$ cat src/common/fpcmp_pkg.sv
package fpcmp_pkg;

    // Operand and tag widths
    localparam int FP_W    = 32;
    localparam int TAG_W   = 4;
    localparam int CLASS_W = 10;

    // Credits on both sides of the unit
    localparam int IN_CREDITS  = 4;
    localparam int OUT_CREDITS = 2;

    // Request queue holds exactly one entry per input credit
    localparam int Q_DEPTH = IN_CREDITS;
    localparam int QPTR_W  = $clog2(Q_DEPTH);

    // Output credit counter must reach OUT_CREDITS
    localparam int CNT_W = $clog2(OUT_CREDITS + 1);

    // Quiet NaN for min/max with two NaN operands
    localparam logic [FP_W-1:0] CANON_NAN = 32'h7FC0_0000;

    typedef enum logic [2:0] {
        OP_EQ,
        OP_LT,
        OP_LE,
        OP_MIN,
        OP_MAX,
        OP_CLASS
    } fp_op_e;

    typedef enum logic [1:0] {
        ST_INIT,      // Counter loads OUT_CREDITS
        ST_IDLE,
        ST_ISSUE,
        ST_NO_CREDIT  // Queue waiting on output credit
    } issue_state_e;

    // Exactly one of these is set for any pair of operands
    typedef struct packed {
        logic eq;
        logic gt;
        logic lt;
        logic unordered;
    } cmp_flags_t;

endpackage

$ cat src/common/fpcmp_req_if.sv
`timescale 1ns/1ps

interface fpcmp_req_if;
    import fpcmp_pkg::*;

    logic             valid;  // Queue not empty
    fp_op_e           op;
    logic [FP_W-1:0]  a;
    logic [FP_W-1:0]  b;
    logic [TAG_W-1:0] tag;
    logic             pop;    // Head leaves the queue

    // Queue side
    modport src (output valid, output op, output a, output b, output tag, input pop);

    // Executor side
    modport dst (input valid, input op, input a, input b, input tag);

    // Issue control watches the head and pops it
    modport mon (input valid, output pop);

endinterface

$ cat src/req_fifo.sv
`timescale 1ns/1ps

module req_fifo (
    input  logic                        clk,
    input  logic                        arst_n,
    input  logic                        push,
    input  fpcmp_pkg::fp_op_e           push_op,
    input  logic [fpcmp_pkg::FP_W-1:0]  push_a,
    input  logic [fpcmp_pkg::FP_W-1:0]  push_b,
    input  logic [fpcmp_pkg::TAG_W-1:0] push_tag,
    fpcmp_req_if.src                    deq
);
    import fpcmp_pkg::*;

    fp_op_e           op_mem  [Q_DEPTH];
    logic [FP_W-1:0]  a_mem   [Q_DEPTH];
    logic [FP_W-1:0]  b_mem   [Q_DEPTH];
    logic [TAG_W-1:0] tag_mem [Q_DEPTH];

    logic [QPTR_W-1:0] wr_ptr;
    logic [QPTR_W-1:0] rd_ptr;
    logic [QPTR_W:0]   count;
    logic              full;

    assign full = (count == Q_DEPTH);

    always_ff @(posedge clk or negedge arst_n) begin
        if (!arst_n) begin
            wr_ptr <= '0;
            rd_ptr <= '0;
            count  <= '0;
        end else begin
            if (push) wr_ptr <= wr_ptr + 1'b1;  // Wraps at the depth
            if (deq.pop) rd_ptr <= rd_ptr + 1'b1;
            if (push && !deq.pop) begin
                count <= count + 1'b1;
            end else if (deq.pop && !push) begin
                count <= count - 1'b1;
            end
        end
    end

    always_ff @(posedge clk) begin
        if (push) begin
            op_mem[wr_ptr]  <= push_op;
            a_mem[wr_ptr]   <= push_a;
            b_mem[wr_ptr]   <= push_b;
            tag_mem[wr_ptr] <= push_tag;
        end
    end

    // Head of queue
    assign deq.valid = (count != '0);
    assign deq.op    = op_mem[rd_ptr];
    assign deq.a     = a_mem[rd_ptr];
    assign deq.b     = b_mem[rd_ptr];
    assign deq.tag   = tag_mem[rd_ptr];

    a_no_overflow: assert property (@(posedge clk) disable iff (!arst_n)
        push |-> !full)
        else $error("push into a full queue, input credit violated");

endmodule

$ cat src/flat_wrapper.sv
// flat-port wrapper written by rule: the top's interface ports become plain ports
module req_fifo_flat import fpcmp_pkg::*;
  (clk, arst_n, push, push_op, push_a, push_b, push_tag, deq_valid, deq_op, deq_a, deq_b, deq_tag, deq_pop);
  fpcmp_req_if deq_i ();
  input  logic clk;
  input  logic arst_n;
  input  logic push;
  input  fpcmp_pkg::fp_op_e push_op;
  input  logic [fpcmp_pkg::FP_W-1:0] push_a;
  input  logic [fpcmp_pkg::FP_W-1:0] push_b;
  input  logic [fpcmp_pkg::TAG_W-1:0] push_tag;
  output wire logic [$bits(deq_i.valid)-1:0] deq_valid;
  output wire logic [$bits(deq_i.op)-1:0] deq_op;
  output wire logic [$bits(deq_i.a)-1:0] deq_a;
  output wire logic [$bits(deq_i.b)-1:0] deq_b;
  output wire logic [$bits(deq_i.tag)-1:0] deq_tag;
  input wire logic [$bits(deq_i.pop)-1:0] deq_pop;
  assign deq_valid = deq_i.valid;
  assign deq_op = deq_i.op;
  assign deq_a = deq_i.a;
  assign deq_b = deq_i.b;
  assign deq_tag = deq_i.tag;
  assign deq_i.pop = deq_pop;
  req_fifo u_core (.clk(clk), .arst_n(arst_n), .push(push), .push_op(push_op), .push_a(push_a), .push_b(push_b), .push_tag(push_tag), .deq(deq_i));
endmodule
$ cat config.mk
export PLATFORM = sky130hd
export DESIGN_NAME = req_fifo_flat
export DESIGN_NICKNAME = d
export VERILOG_FILES = /design/src/common/fpcmp_pkg.sv /design/src/common/fpcmp_req_if.sv /design/src/req_fifo.sv /design/src/flat_wrapper.sv
export SDC_FILE = /design/constraint.sdc
export NUM_CORES = 1
export LEC_CHECK = 0
export BUFFER_PORTS_ARGS = -buffer_cell sky130_fd_sc_hd__buf_4
export CORE_MARGIN = 2
export CORE_UTILIZATION = 51
export CTS_CLUSTER_SIZE = 14
export DETAILED_ROUTE_END_ITERATION = 10
export PLACE_DENSITY = 0.76
export SYNTH_ARGS = -nofsm -noshare
export SYNTH_HDL_FRONTEND = slang
export SYNTH_SLANG_ARGS = --single-unit
$ cat constraint.sdc
create_clock -name clk -period 2.85 [get_ports clk]
set_clock_uncertainty 0.2 [all_clocks]
set_input_delay 0 -clock clk [delete_from_list [all_inputs] [get_ports clk]]
set_output_delay 0 -clock clk [all_outputs]
set_load 0.005 [all_outputs]
==> results_dict.tcl <==
set metrics [dict create \
    wire_per_inst_um 20.6 \
    critPathTopFamily "flip-flops" \
    final_area_um2 14100 \
    die_y_um 149 \
    post-route-drc-count 0 \
    dpl-instance-area_um2 12200 \
    place.gp.congestion 0.717 \
    cells_traversed_along_the_worst_timing_path "buf_12, mux4_2, buf_4" \
    met2_usage_pct 31.4 \
    cts_tree "built" \
    synth_area_leaders "sky130_fd_sc_hd__edfxtp_1 80%, sky130_fd_sc_hd__mux4_2 15%, sky130_fd_sc_hd__dfrtp_1 1.6%" \
    count_of_nets_after_finishing 765 \
    totalWireLength_um 20100 \
    max-vdd-ir-drop_mv 0.598 \
    detail_route.iter0.violations 359 \
    synth_cell_types 18 \
    floorplan.io_pins 147 \
    critical_path.startpoint_type "flip-flop" \
    drt_pass1_iterations 5 \
    design.die.area_um2 22200 \
    post-route-period-util_pct 88.3 \
    leakagePower_nw 4.93 \
    critical_path_required_ps 2650 \
    path_depth 3 \
    slew_headroom_pct 63.8 \
    io_buffers 146 \
    synth-seq-area-share_pct 81.3 \
    critPathMaxFanout 25 \
    antennaDiodeCount 0 \
    slowest_cell_on_the_critical_path "sky130_fd_sc_hd__dfrtp_4" \
    power-per-cell-area_nw_per_um2 948 \
    grt_remaining_overflow 0 \
    grt_max_degree 43 \
    register_bit_count_reported_by_yosys 291 \
    core_region_area_um2 20800 \
    finalPower_w 0.0133 \
    rsz_0062_raised_after_global_routing "no" \
    postSynthCellCount 404 \
    hold_path_depth 2 \
    detailed_place_hpwl_um 11700 \
    syn_avg_cell_area_um2 26.5 \
    worstSkewPairLatency_ps 540 \
    numCtsBuffers 29 \
    mostFrequentLayoutCell "sky130_fd_sc_hd__edfxtp_1" \
    share_of_post_route_cells_with_drive_strength_above_1_pct 39.3 \
    cap_violations 0 \
    placement_rows 53 \
    grt_use_met3_pct 3.18 \
    gr-max-usage-layer "met2" \
    clockRootBuffer "sky130_fd_sc_hd__clkbuf_16" \
    first_global_vias 5675 \
    cts_post_setup_buffers_inserted 0 \
    first_pass_grt_wire_length_um 31300 \
    grt.met1_usage_pct 25.3 \
    gr-usage-all-layers_pct 18.5 \
    critical_path_class "reg2out" \
    max_stage_delay_ps 770 \
    critPathBufInv 2 \
    clkTransAtPathRegs_ps 60 \
    fin_tns_setup_ps 0 \
    drtAntennaViolNets 0 \
    clock_tree.buffer_depth 3 \
    reg2reg_depth 4 \
    tritoncts_num_sinks 291 \
    post_cts_hold_buffer_count 102 \
    yosys.area.top_type "sky130_fd_sc_hd__edfxtp_1" \
    fp.dieW_um 149 \
    timing.hold.worst.class "in2reg" \
    endpoint_kind "output port" \
    finalMaxSlewViolations 0 \
    period_minus_slack_ps 2520 \
    grt_antenna_before_repair 0 \
    drt-vias-per-instance 5.31 \
    postSynthNetCount 485 \
    most-common-layout-cells "284 x sky130_fd_sc_hd__edfxtp_1, 155 x sky130_fd_sc_hd__buf_4, 103 x sky130_fd_sc_hd__dlygate4sd3_1, 70 x sky130_fd_sc_hd__mux4_2, 29 x sky130_fd_sc_hd__clkbuf_16" \
    timing_worst_slew_pin_value_ps 543 \
    outcome "completed" \
    htreeDepth 1 \
    detailroute.via_count 5194 \
    synth.yosys.warnings 0 \
    timing.final.setup_violations 0 \
    floorplan.initialDensity_pct 51.4 \
    finalCoreUtilization_pct 67.7 \
    critical_path_arrival_ps 2320 \
    area_of_the_mapped_netlist_um2 10700 \
    max_clk_rate_mhz 397 \
    post-synth-top-area-fraction_pct 79.7 \
    cts_resized 0 \
    syn2layout_area_growth_pct 31.6 \
    timing_hold_violations_final 0 \
]
==> per-stage QoR <==
| step | instances | hold slack [ps] | setup WS [ps] |
|---|---|---|---|
| after global routing | 979 | 0.844 | 199 |
| after CTS | 978 | 0.0507 | 279 |
| after detailed placement | 825 | -380 | 841 |
| after global placement | 825 | -386 | 845 |
| final | 979 | 13.9 | 334 |
| after floorplan | 404 | -496 | 15.0 |
==> routing by layer <==
layer  wire length (um)  part of all wire (%)
met1               8010                    40
met2              10500                    52
met3               1210                   6.0
met4                389                   1.9
met5                  0                     0
==> state kept, by name, indices dropped and copies added, names as in the netlist <==
name	cells
u_core.a_mem	128
u_core.b_mem	128
u_core.tag_mem	16
u_core.op_mem	12
u_core.count	3
u_core.rd_ptr	2
u_core.wr_ptr	2
==> layout make-up <==
class,instances,area [um2]
multi-input cells,93,1810
inverters,4,15.0
fillers,1313,6740
flip-flops and latches,291,8710
clock inverters,15,124
clock buffers,36,752
well taps,275,344
repair buffers,265,2330
==> Yosys cell counts <==
library cell and n:
sky130_fd_sc_hd__edfxtp_1 284, sky130_fd_sc_hd__mux4_2 70, sky130_fd_sc_hd__buf_2 8, sky130_fd_sc_hd__buf_12 7
sky130_fd_sc_hd__dfrtp_1 7, sky130_fd_sc_hd__ha_1 5, sky130_fd_sc_hd__and2_1 4, sky130_fd_sc_hd__inv_1 4
sky130_fd_sc_hd__xor2_1 4, sky130_fd_sc_hd__nand2_1 2, sky130_fd_sc_hd__xnor2_1 2, sky130_fd_sc_hd__buf_6 1
sky130_fd_sc_hd__fa_1 1, sky130_fd_sc_hd__mux2_2 1, sky130_fd_sc_hd__mux4_1 1, sky130_fd_sc_hd__nor2_1 1
sky130_fd_sc_hd__o21ai_0 1, sky130_fd_sc_hd__or3_1 1
==> worst paths after layout <==
check / from / endpoint / slack, ps
worst min-delay path: push_a[11] / u_core.a_mem[0][11] / 10
min in group asynchronous: arst_n / u_core.rd_ptr[1] / 250
worst max-delay path: u_core.rd_ptr[0] / deq_a[7] / 330
max in group asynchronous: arst_n / u_core.rd_ptr[0] / 1900
worst min register to register: u_core.count[2] / u_core.count[2] / 300
worst max register to register: u_core.wr_ptr[0] / u_core.b_mem[0][23] / 850
==> power by group <==
group          switching (W)  internal [W]  leakage, nW  total, W
registers           0.000406       0.00560         2.69   0.00601
logic                0.00161       0.00222         1.81   0.00383
clock network        0.00148       0.00204        0.428   0.00351
total                0.00349       0.00985         4.93    0.0133
==> cells by family (layout without fill, tap and decap cells) <==
logic type               Yosys count  after routing  share of synthesized area (%)
AND/OR/NAND/NOR                    8              8                          0.397
adder cells (fa/ha/maj)            6              6                          0.771
flip-flops                       291            291                           81.3
XOR/XNOR                           6              6                          0.491
multiplexers                      72             72                           15.1
AO/OA/AOI/OAI                      1              1                         0.0467
buffers and inverters             20            320                           1.93
Power figures use the tool's default switching activity.
