[config.mk]
export PLATFORM = sky130hd
export DESIGN_NAME = credit_counter
export DESIGN_NICKNAME = d
export VERILOG_FILES = /design/src/common/fpcmp_pkg.sv /design/src/credit_counter.sv
export SDC_FILE = /design/constraint.sdc
export NUM_CORES = 1
export LEC_CHECK = 0
export BUFFER_PORTS_ARGS = -buffer_cell sky130_fd_sc_hd__clkbuf_2
export CORE_AREA = 2 2 39 41
export CTS_BUF_LIST = sky130_fd_sc_hd__clkbuf_4 sky130_fd_sc_hd__clkbuf_8 sky130_fd_sc_hd__clkbuf_16
export CTS_CLUSTER_DIAMETER = 200
export DETAILED_ROUTE_END_ITERATION = 7
export DIE_AREA = 0 0 41 43
export PLACE_DENSITY = 0.3
export SLEW_MARGIN = 0
export SYNTH_ARGS = -nofsm -noshare
export SYNTH_HDL_FRONTEND = slang
export SYNTH_SLANG_ARGS = --single-unit
[constraint.sdc]
create_clock -name clk -period 1.1 [get_ports clk]
set_input_delay 0.22 -clock clk [delete_from_list [all_inputs] [get_ports clk]]
set_output_delay 0.22 -clock clk [all_outputs]
set_load 0.02 [all_outputs]
[src/common/fpcmp_pkg.sv]
package fpcmp_pkg;

    // Operand and tag widths
    localparam int FP_W    = 32;
    localparam int TAG_W   = 4;
    localparam int CLASS_W = 10;

    // Credits on both sides of the unit
    localparam int IN_CREDITS  = 4;
    localparam int OUT_CREDITS = 2;

    // Request queue holds exactly one entry per input credit
    localparam int Q_DEPTH = IN_CREDITS;
    localparam int QPTR_W  = $clog2(Q_DEPTH);

    // Output credit counter must reach OUT_CREDITS
    localparam int CNT_W = $clog2(OUT_CREDITS + 1);

    // Quiet NaN for min/max with two NaN operands
    localparam logic [FP_W-1:0] CANON_NAN = 32'h7FC0_0000;

    typedef enum logic [2:0] {
        OP_EQ,
        OP_LT,
        OP_LE,
        OP_MIN,
        OP_MAX,
        OP_CLASS
    } fp_op_e;

    typedef enum logic [1:0] {
        ST_INIT,      // Counter loads OUT_CREDITS
        ST_IDLE,
        ST_ISSUE,
        ST_NO_CREDIT  // Queue waiting on output credit
    } issue_state_e;

    // Exactly one of these is set for any pair of operands
    typedef struct packed {
        logic eq;
        logic gt;
        logic lt;
        logic unordered;
    } cmp_flags_t;

endpackage

[src/credit_counter.sv]
`timescale 1ns/1ps

module credit_counter (
    input  logic clk,
    input  logic arst_n,
    input  logic load,
    input  logic take,
    input  logic give,
    output logic available
);
    import fpcmp_pkg::*;

    logic [CNT_W-1:0] count;

    always_ff @(posedge clk or negedge arst_n) begin
        if (!arst_n) begin
            count <= '0;
        end else if (load) begin
            count <= CNT_W'(OUT_CREDITS);
        end else if (take && !give) begin
            count <= count - 1'b1;
        end else if (give && !take) begin
            count <= count + 1'b1;
        end
    end

    // A credit returning this cycle can be spent at once
    assign available = (count != '0) || give;

    a_no_underflow: assert property (@(posedge clk) disable iff (!arst_n)
        (take && !give) |-> (count != '0))
        else $error("output credit underflow");

    a_no_excess: assert property (@(posedge clk) disable iff (!arst_n)
        count <= OUT_CREDITS)
        else $error("more output credits than OUT_CREDITS");

endmodule

==> results.toml, run 1 <==
[route]
drt.antenna.violating_nets = 0
wirelength_microns = 277
drcViolationCount = 0
first_pass_iters = 1
avgRoutedWirePerCell_microns = 7.10
vias = 115
vias_per_cell = 2.95
detailedRoute.firstIterationViolations = 0

[layout]
design_area_sq_um = 233
layout_commonest_cell = "sky130_fd_sc_hd__clkbuf_2"
antenna_cells_inserted = 0
layout.filler_cells = 157
top_regs = "count (2)"
regArea_sq_um = 50.0
largest_reg_flops = 2
finalNonFillerCells = 39
area_growth_syn_to_layout_pct = 109
post_route_cells_drive_above_1_share_pct = 56.5
finalNetCount = 30
utilization_pct = 16.8
multi_input_area_sq_um = 72.6
largest_register = "count"
mostFrequentLayoutCells = "sky130_fd_sc_hd__clkbuf_2, sky130_fd_sc_hd__a21o_1, sky130_fd_sc_hd__clkbuf_4, sky130_fd_sc_hd__buf_4, sky130_fd_sc_hd__dfrtp_1"

[sta]
finClkSkew_ps = 0.829
timing.final.hold_violations = 0
layout_setup_ws_ps = -226
timing.final.crit_period_ps = 1330
grt_setup_unrepaired = "yes"
worst_pin_slew_ps = 144
maxSlewViolCount = 0
relSlewSlack_pct = 90.3
setup_viol_count_final = 3
fin_crit_sh_pct = 121
achievable-frequency_ghz = 0.754
worst_hold_slack_ps = 172

[power_and_ir_drop]
sw_frac_of_total_pct = 24.3
pwr_density_cell_mw_per_mm2 = 1460
p_sw_mw = 0.0825
intPower_mw = 0.257
p_leak_nw = 0.111
power_frac_clock_pct = 47.6
max-vdd-ir-drop_uv = 470
p_comb_share_pct = 25.8
share_seq_of_total_power_pct = 26.6

[critical_path]
critical_path_required_ps = 880
critical_path_buf_inv_count = 1
worstPathMaxFanout = 2
crit_family = "flip-flops"
cp_slowest_stage_delay_ps = 370
worstSetupPathType = "register to output pin"
worst-endpoint-arrival_ps = 1110
critPathLaunchType = "register"
reg2reg_slack_ps = -130
crit_path_cell_trace = "or3_4 > buf_8"
worstSetupEndpointType = "output pin"
crit_path_top_delay_cell = "sky130_fd_sc_hd__dfrtp_1"

[floorplan]
design.core.area_sq_mm = 0.00138
horiz_die_dim_microns = 41
die-area_sq_mm = 0.00176
core.rowCount = 14
ioPinCount = 6
floorplan.initialDensity_pct = 8.05
die_h_microns = 43

[global_routing]
antenna_found_initial = 0
grt_max_degree = 4
grt_pass1_wl_microns = 400
grt_pass1_vias = 115
grt_use_total_pct = 4.12
gr-total-overflow = 0

[status]
status = "finished, violations left"
violations_in_the_final_reports = "setup timing"

[synthesis]
synthesis.nets = 16
synth.yosys.seq_area_share_pct = 44.9
cell_type_contributing_the_most_total_cell_area_after_synthesis = "sky130_fd_sc_hd__dfrtp_1"
post_synth_num_cell_types = 8
synthesis.area_sq_um = 111
synth.yosys.warnings = 0
yosysTopAreaCellShare_pct = 44.9
netlist_instances = 11
synth_area_leaders = "sky130_fd_sc_hd__dfrtp_1, sky130_fd_sc_hd__a21o_1, sky130_fd_sc_hd__xnor2_1"
synthesis.area_per_instance_sq_um = 10.1
postSynthRegisterBits = 2

[clock_tree]
ctsLongestPathBuffers = 2
clk_pin_slew_worst_paths_ps = 30
tritoncts_clock_tree = "done"
clock_sinks = 2
ctsRootBufferMaster = "sky130_fd_sc_hd__clkbuf_4"
cts_made_buffers = 3
clock_insertion_delay_worst_skew_ps = 220
htree_num_levels = 1

[place]
place_area_sq_um = 168
numPortBuffers = 5
dp_cells = 33
routability_congestion_estimate = 0.589

[min_path]
hold_class = "primary input to register"

[job]
max-cap-violations = 0
## power by group through the flow
| stage | sequential (mW) | combinational (mW) | clock [mW] |
|---|---|---|---|
| global route | 0.0910 | 0.0958 | 0.180 |
| CTS | 0.0899 | 0.0724 | 0.176 |
| global placement | 0.0928 | 0.0532 | 0 |
| floorplan | 0.0917 | 0.0351 | 0 |
| finish | 0.0902 | 0.0875 | 0.161 |
| detailed placement | 0.0937 | 0.0540 | 0 |
## synthesized netlist by cell type, drive strengths merged
master / number
o21ai: 1
dfrtp: 2
a21o: 3
xnor2: 1
nor2: 1
nand3: 1
or3: 1
xor2: 1
## worst register-to-register path, cell delays in order (launching register included)
cell and delay, ps:
sky130_fd_sc_hd__dfrtp_1 370, sky130_fd_sc_hd__buf_4 130, sky130_fd_sc_hd__buf_4 140, sky130_fd_sc_hd__a21o_1 180, sky130_fd_sc_hd__a21o_1 150, sky130_fd_sc_hd__a21o_1 140
## final timing paths
kind                                   endpoint  depth (start not counted)            startpoint
max                                   available                          2  count[0]$_DFFE_PN0P_
min                        count[0]$_DFFE_PN0P_                          2                  load
max reg2reg                count[1]$_DFFE_PN0P_                          5  count[0]$_DFFE_PN0P_
min reg2reg                count[1]$_DFFE_PN0P_                          2  count[1]$_DFFE_PN0P_
max in group asynchronous  count[1]$_DFFE_PN0P_                          2                arst_n
min in group asynchronous  count[0]$_DFFE_PN0P_                          2                arst_n
## logic make-up after synthesis
family           synth area share [%]
XOR/XNOR                         15.7
flip-flops                       44.9
AND/OR/NAND/NOR                  14.6
AO/OA/AOI/OAI                    24.7
## layout make-up
cell class	instances	area share, %
multi-input cells	9	31.2
repair buffers	9	29.0
flip-flops and latches	2	21.5
clock buffers	3	9.68
well taps	16	8.60
## per-layer routing
layer	global-route usage [%]	vias up	routed length (microns)
met3	1.57	0	32
met1	4.50	47	135
li1	-	62	-
met4	8.00	0	0
met2	3.75	6	109
met5	0	-	0
## stage by stage
| stage | worst slack (ps) | setup TNS [ps] | power [mW] |
|---|---|---|---|
| 5_1_grt | -257 | -506 | 0.367 |
| 3_5_place_dp | -55.0 | -55.0 | 0.148 |
| 6_report | -226 | -381 | 0.339 |
| 4_1_cts | -245 | -266 | 0.338 |
| 2_1_floorplan | 70.4 | 0 | 0.127 |
| 3_3_place_gp | -47.9 | -47.9 | 0.146 |
## repair_timing
| action | CTS | global route |
|---|---|---|
| gates resized for setup | 2 | 3 |
| buffers inserted | 1 | 1 |
| gates cloned | 0 | 0 |
| hold buffers | 1 | 0 |
| setup endpoints to repair | 1 | 2 |
| endpoints found under the hold margin | 2 | 0 |
| pin swaps | 1 | 3 |
(Power assumes the default switching activity.)
==> run 2: changes to the inputs <==
--- a/config.mk
+++ b/config.mk
@@ -5,6 +5,7 @@
 export SDC_FILE = /design/constraint.sdc
 export NUM_CORES = 1
 export LEC_CHECK = 0
+export ABC_AREA = 1
 export BUFFER_PORTS_ARGS = -buffer_cell sky130_fd_sc_hd__clkbuf_2
 export CORE_AREA = 2 2 39 41
 export CTS_BUF_LIST = sky130_fd_sc_hd__clkbuf_4 sky130_fd_sc_hd__clkbuf_8 sky130_fd_sc_hd__clkbuf_16
==> results.toml, run 2 <==
[status]
status = "finished, violations left"
violations_in_the_final_reports = "setup timing"

[power_and_ir_drop]
pwr_density_cell_mw_per_mm2 = 1330
max-vdd-ir-drop_uv = 478
p_leak_nw = 0.139

[synthesis]
synth.yosys.warnings = 0
synth-adder-area-share_pct = 0
synthesis.nets = 26
yosys.area_share.xor_xnor_pct = 0
synth_mux_area_share_pct = 0
yosys_most_used_dff = "sky130_fd_sc_hd__dfrtp_1"
synth_top_cells_by_count = "sky130_fd_sc_hd__nand3_1, sky130_fd_sc_hd__inv_1, sky130_fd_sc_hd__inv_2, sky130_fd_sc_hd__nand2_1"
cell_type_contributing_the_most_total_cell_area_after_synthesis = "sky130_fd_sc_hd__dfrtp_1"
dominant_combinational_cell_family_by_area_after_synthesis = "simple AND/OR/NAND/NOR gates"
complex_gate_fraction_of_the_synthesized_area_pct = 9.65
postSynthRegisterBits = 2
post_synth_edffs = 0
synthesis.area_per_instance_sq_um = 6.79
synthesis.area_sq_um = 143
synth_area_leaders = "sky130_fd_sc_hd__dfrtp_1, sky130_fd_sc_hd__nand3_1, sky130_fd_sc_hd__nand2_2"
netlist_instances = 21
asyncSetResetFlopFracSynth_pct = 100
synth.yosys.seq_area_share_pct = 35.1
post_synth_and_or_nand_nor_area_fraction_pct = 39.5
post_synth_num_cell_types = 9
yosys.cell_count.top_type = "sky130_fd_sc_hd__nand3_1"
yosysTopAreaCellShare_pct = 35.1

[floorplan]
die_h_microns = 43
die-area_sq_mm = 0.00176
design.core.area_sq_mm = 0.00138
floorplan.initialDensity_pct = 10.3
ioPinCount = 6
horiz_die_dim_microns = 41
core.rowCount = 14

[place]
routability_congestion_estimate = 0.671
dp_cells = 42
dp.final_hpwl_microns = 241
numPortBuffers = 5
place_area_sq_um = 188

[sta]
relSlewSlack_pct = 92.7
finClkSkew_ps = 2.20
maxSlewViolCount = 0
worst_pin_slew_ps = 109
layout_setup_ws_ps = -4.23
timing.final.crit_period_ps = 1100
setup_viol_count_final = 1
grt_setup_unrepaired = "yes"
timing.final.hold_violations = 0
achievable-frequency_ghz = 0.906
fin_crit_sh_pct = 100

[layout]
post_route_cells_drive_above_1_share_pct = 54.5
area_growth_syn_to_layout_pct = 80.7
layout_commonest_cell = "sky130_fd_sc_hd__clkbuf_2"
antenna_cells_inserted = 0
utilization_pct = 18.6
finalNetCount = 40
largest_reg_flops = 2
layout.filler_cells = 158
design_area_sq_um = 258
top_regs = "count (2)"
finalNonFillerCells = 49
largest_register = "count"

[global_routing]
grt_max_degree = 4
grt_pass1_vias = 177
gr-total-overflow = 0
grt_use_total_pct = 5.73
grt_pass1_wl_microns = 621
antenna_found_initial = 0

[route]
first_pass_iters = 2
detailedRoute.firstIterationViolations = 4
vias_per_cell = 3.39
avgRoutedWirePerCell_microns = 7.24
drt.antenna.violating_nets = 0
drcViolationCount = 0
vias = 166
wirelength_microns = 355

[min_path]
hold_class = "primary input to register"

[critical_path]
critPathLaunchType = "register"
critical_path_required_ps = 880
worst-endpoint-arrival_ps = 880
worstSetupEndpointType = "output pin"
worstSetupPathType = "register to output pin"
worstPathMaxFanout = 2

[clock_tree]
cts_made_buffers = 3
clock_insertion_delay_worst_skew_ps = 220
ctsLongestPathBuffers = 2
clk_pin_slew_worst_paths_ps = 30
tritoncts_clock_tree = "done"
htree_num_levels = 1
ctsRootBufferMaster = "sky130_fd_sc_hd__clkbuf_4"
clock_sinks = 2

[job]
max-cap-violations = 0
## run 2: cell types whose count changed after synthesis, sizes merged
cell and delta:
or3 -1, a21o -3, a21oi +1, nand3 +3, inv +6, nand4 +2, xnor2 -1, nor2 -1
nand2 +5, xor2 -1
## run 2: path summary, 6_finish.rpt
path / from / end / slack (ps) / cells after the start
worst max-delay path: count[0]$_DFFE_PN0P_ / available / -4 / 3
worst min-delay path: load / count[1]$_DFFE_PN0P_ / 240 / 3
worst max register to register: count[1]$_DFFE_PN0P_ / count[1]$_DFFE_PN0P_ / 120 / 5
worst min register to register: count[0]$_DFFE_PN0P_ / count[1]$_DFFE_PN0P_ / 650 / 3
max in group asynchronous: arst_n / count[1]$_DFFE_PN0P_ / 680 / 2
min in group asynchronous: arst_n / count[0]$_DFFE_PN0P_ / 320 / 2
## run 2: layout make-up
class	instances	area (sq um)	share of cell area, %
inverter	6	22.5	8.74
sequential	2	50.0	19.4
multi-input combinational	13	75.1	29.1
tap	16	20.0	7.77
timing repair buffer	9	67.6	26.2
clock buffer	3	22.5	8.74
## run 2: through the flow
stage | hold WS, ps | power, mW | TNS [ps] | worst slack (ps)
final | 237 | 0.342 | -4.23 | -4.23
after global routing | 254 | 0.369 | -35.9 | -35.9
after global placement | 5.07 | 0.153 | 0 | 204
after detailed placement | 8.45 | 0.154 | 0 | 195
after CTS | 234 | 0.352 | -18.8 | -18.8
after floorplan | -75.6 | 0.133 | 0 | 256
## run 2: what timing repair did
action | CTS | global route
resized for setup | 3 | 1
hold buffers | 1 | 0
setup endpoints to repair | 1 | 1
buffers inserted | 3 | 0
hold endpoints to repair | 2 | 0
pin swaps | 1 | 0
## run 2: report_power, final
part           total (mW)  internal (mW)  switching, mW
Combinational      0.0937         0.0464         0.0473
Sequential         0.0889         0.0830        0.00597
Clock               0.160          0.120         0.0393
## run 2: per-layer routing
| layer | vias up | share of wire, % | GRT usage [%] |
|---|---|---|---|
| met5 | - | 0 | 0 |
| met4 | 0 | 0 | 6.00 |
| met1 | 69 | 54 | 7.10 |
| met2 | 6 | 36 | 6.25 |
| met3 | 0 | 9.3 | 3.14 |
| li1 | 91 | - | - |
## run 2: cells by family (layout without fill, tap and decap cells)
group,after synthesis,in the layout
and+or+nand+nor,11,11
DFF,2,2
buffers and inverters,6,18
AOI/OAI and AO/OA,2,2
## run 2: worst max-delay path: stages (launching register included)
cell and delay, ps:
sky130_fd_sc_hd__dfrtp_1 370, sky130_fd_sc_hd__inv_2 70, sky130_fd_sc_hd__nand3_2 80, sky130_fd_sc_hd__buf_8 130
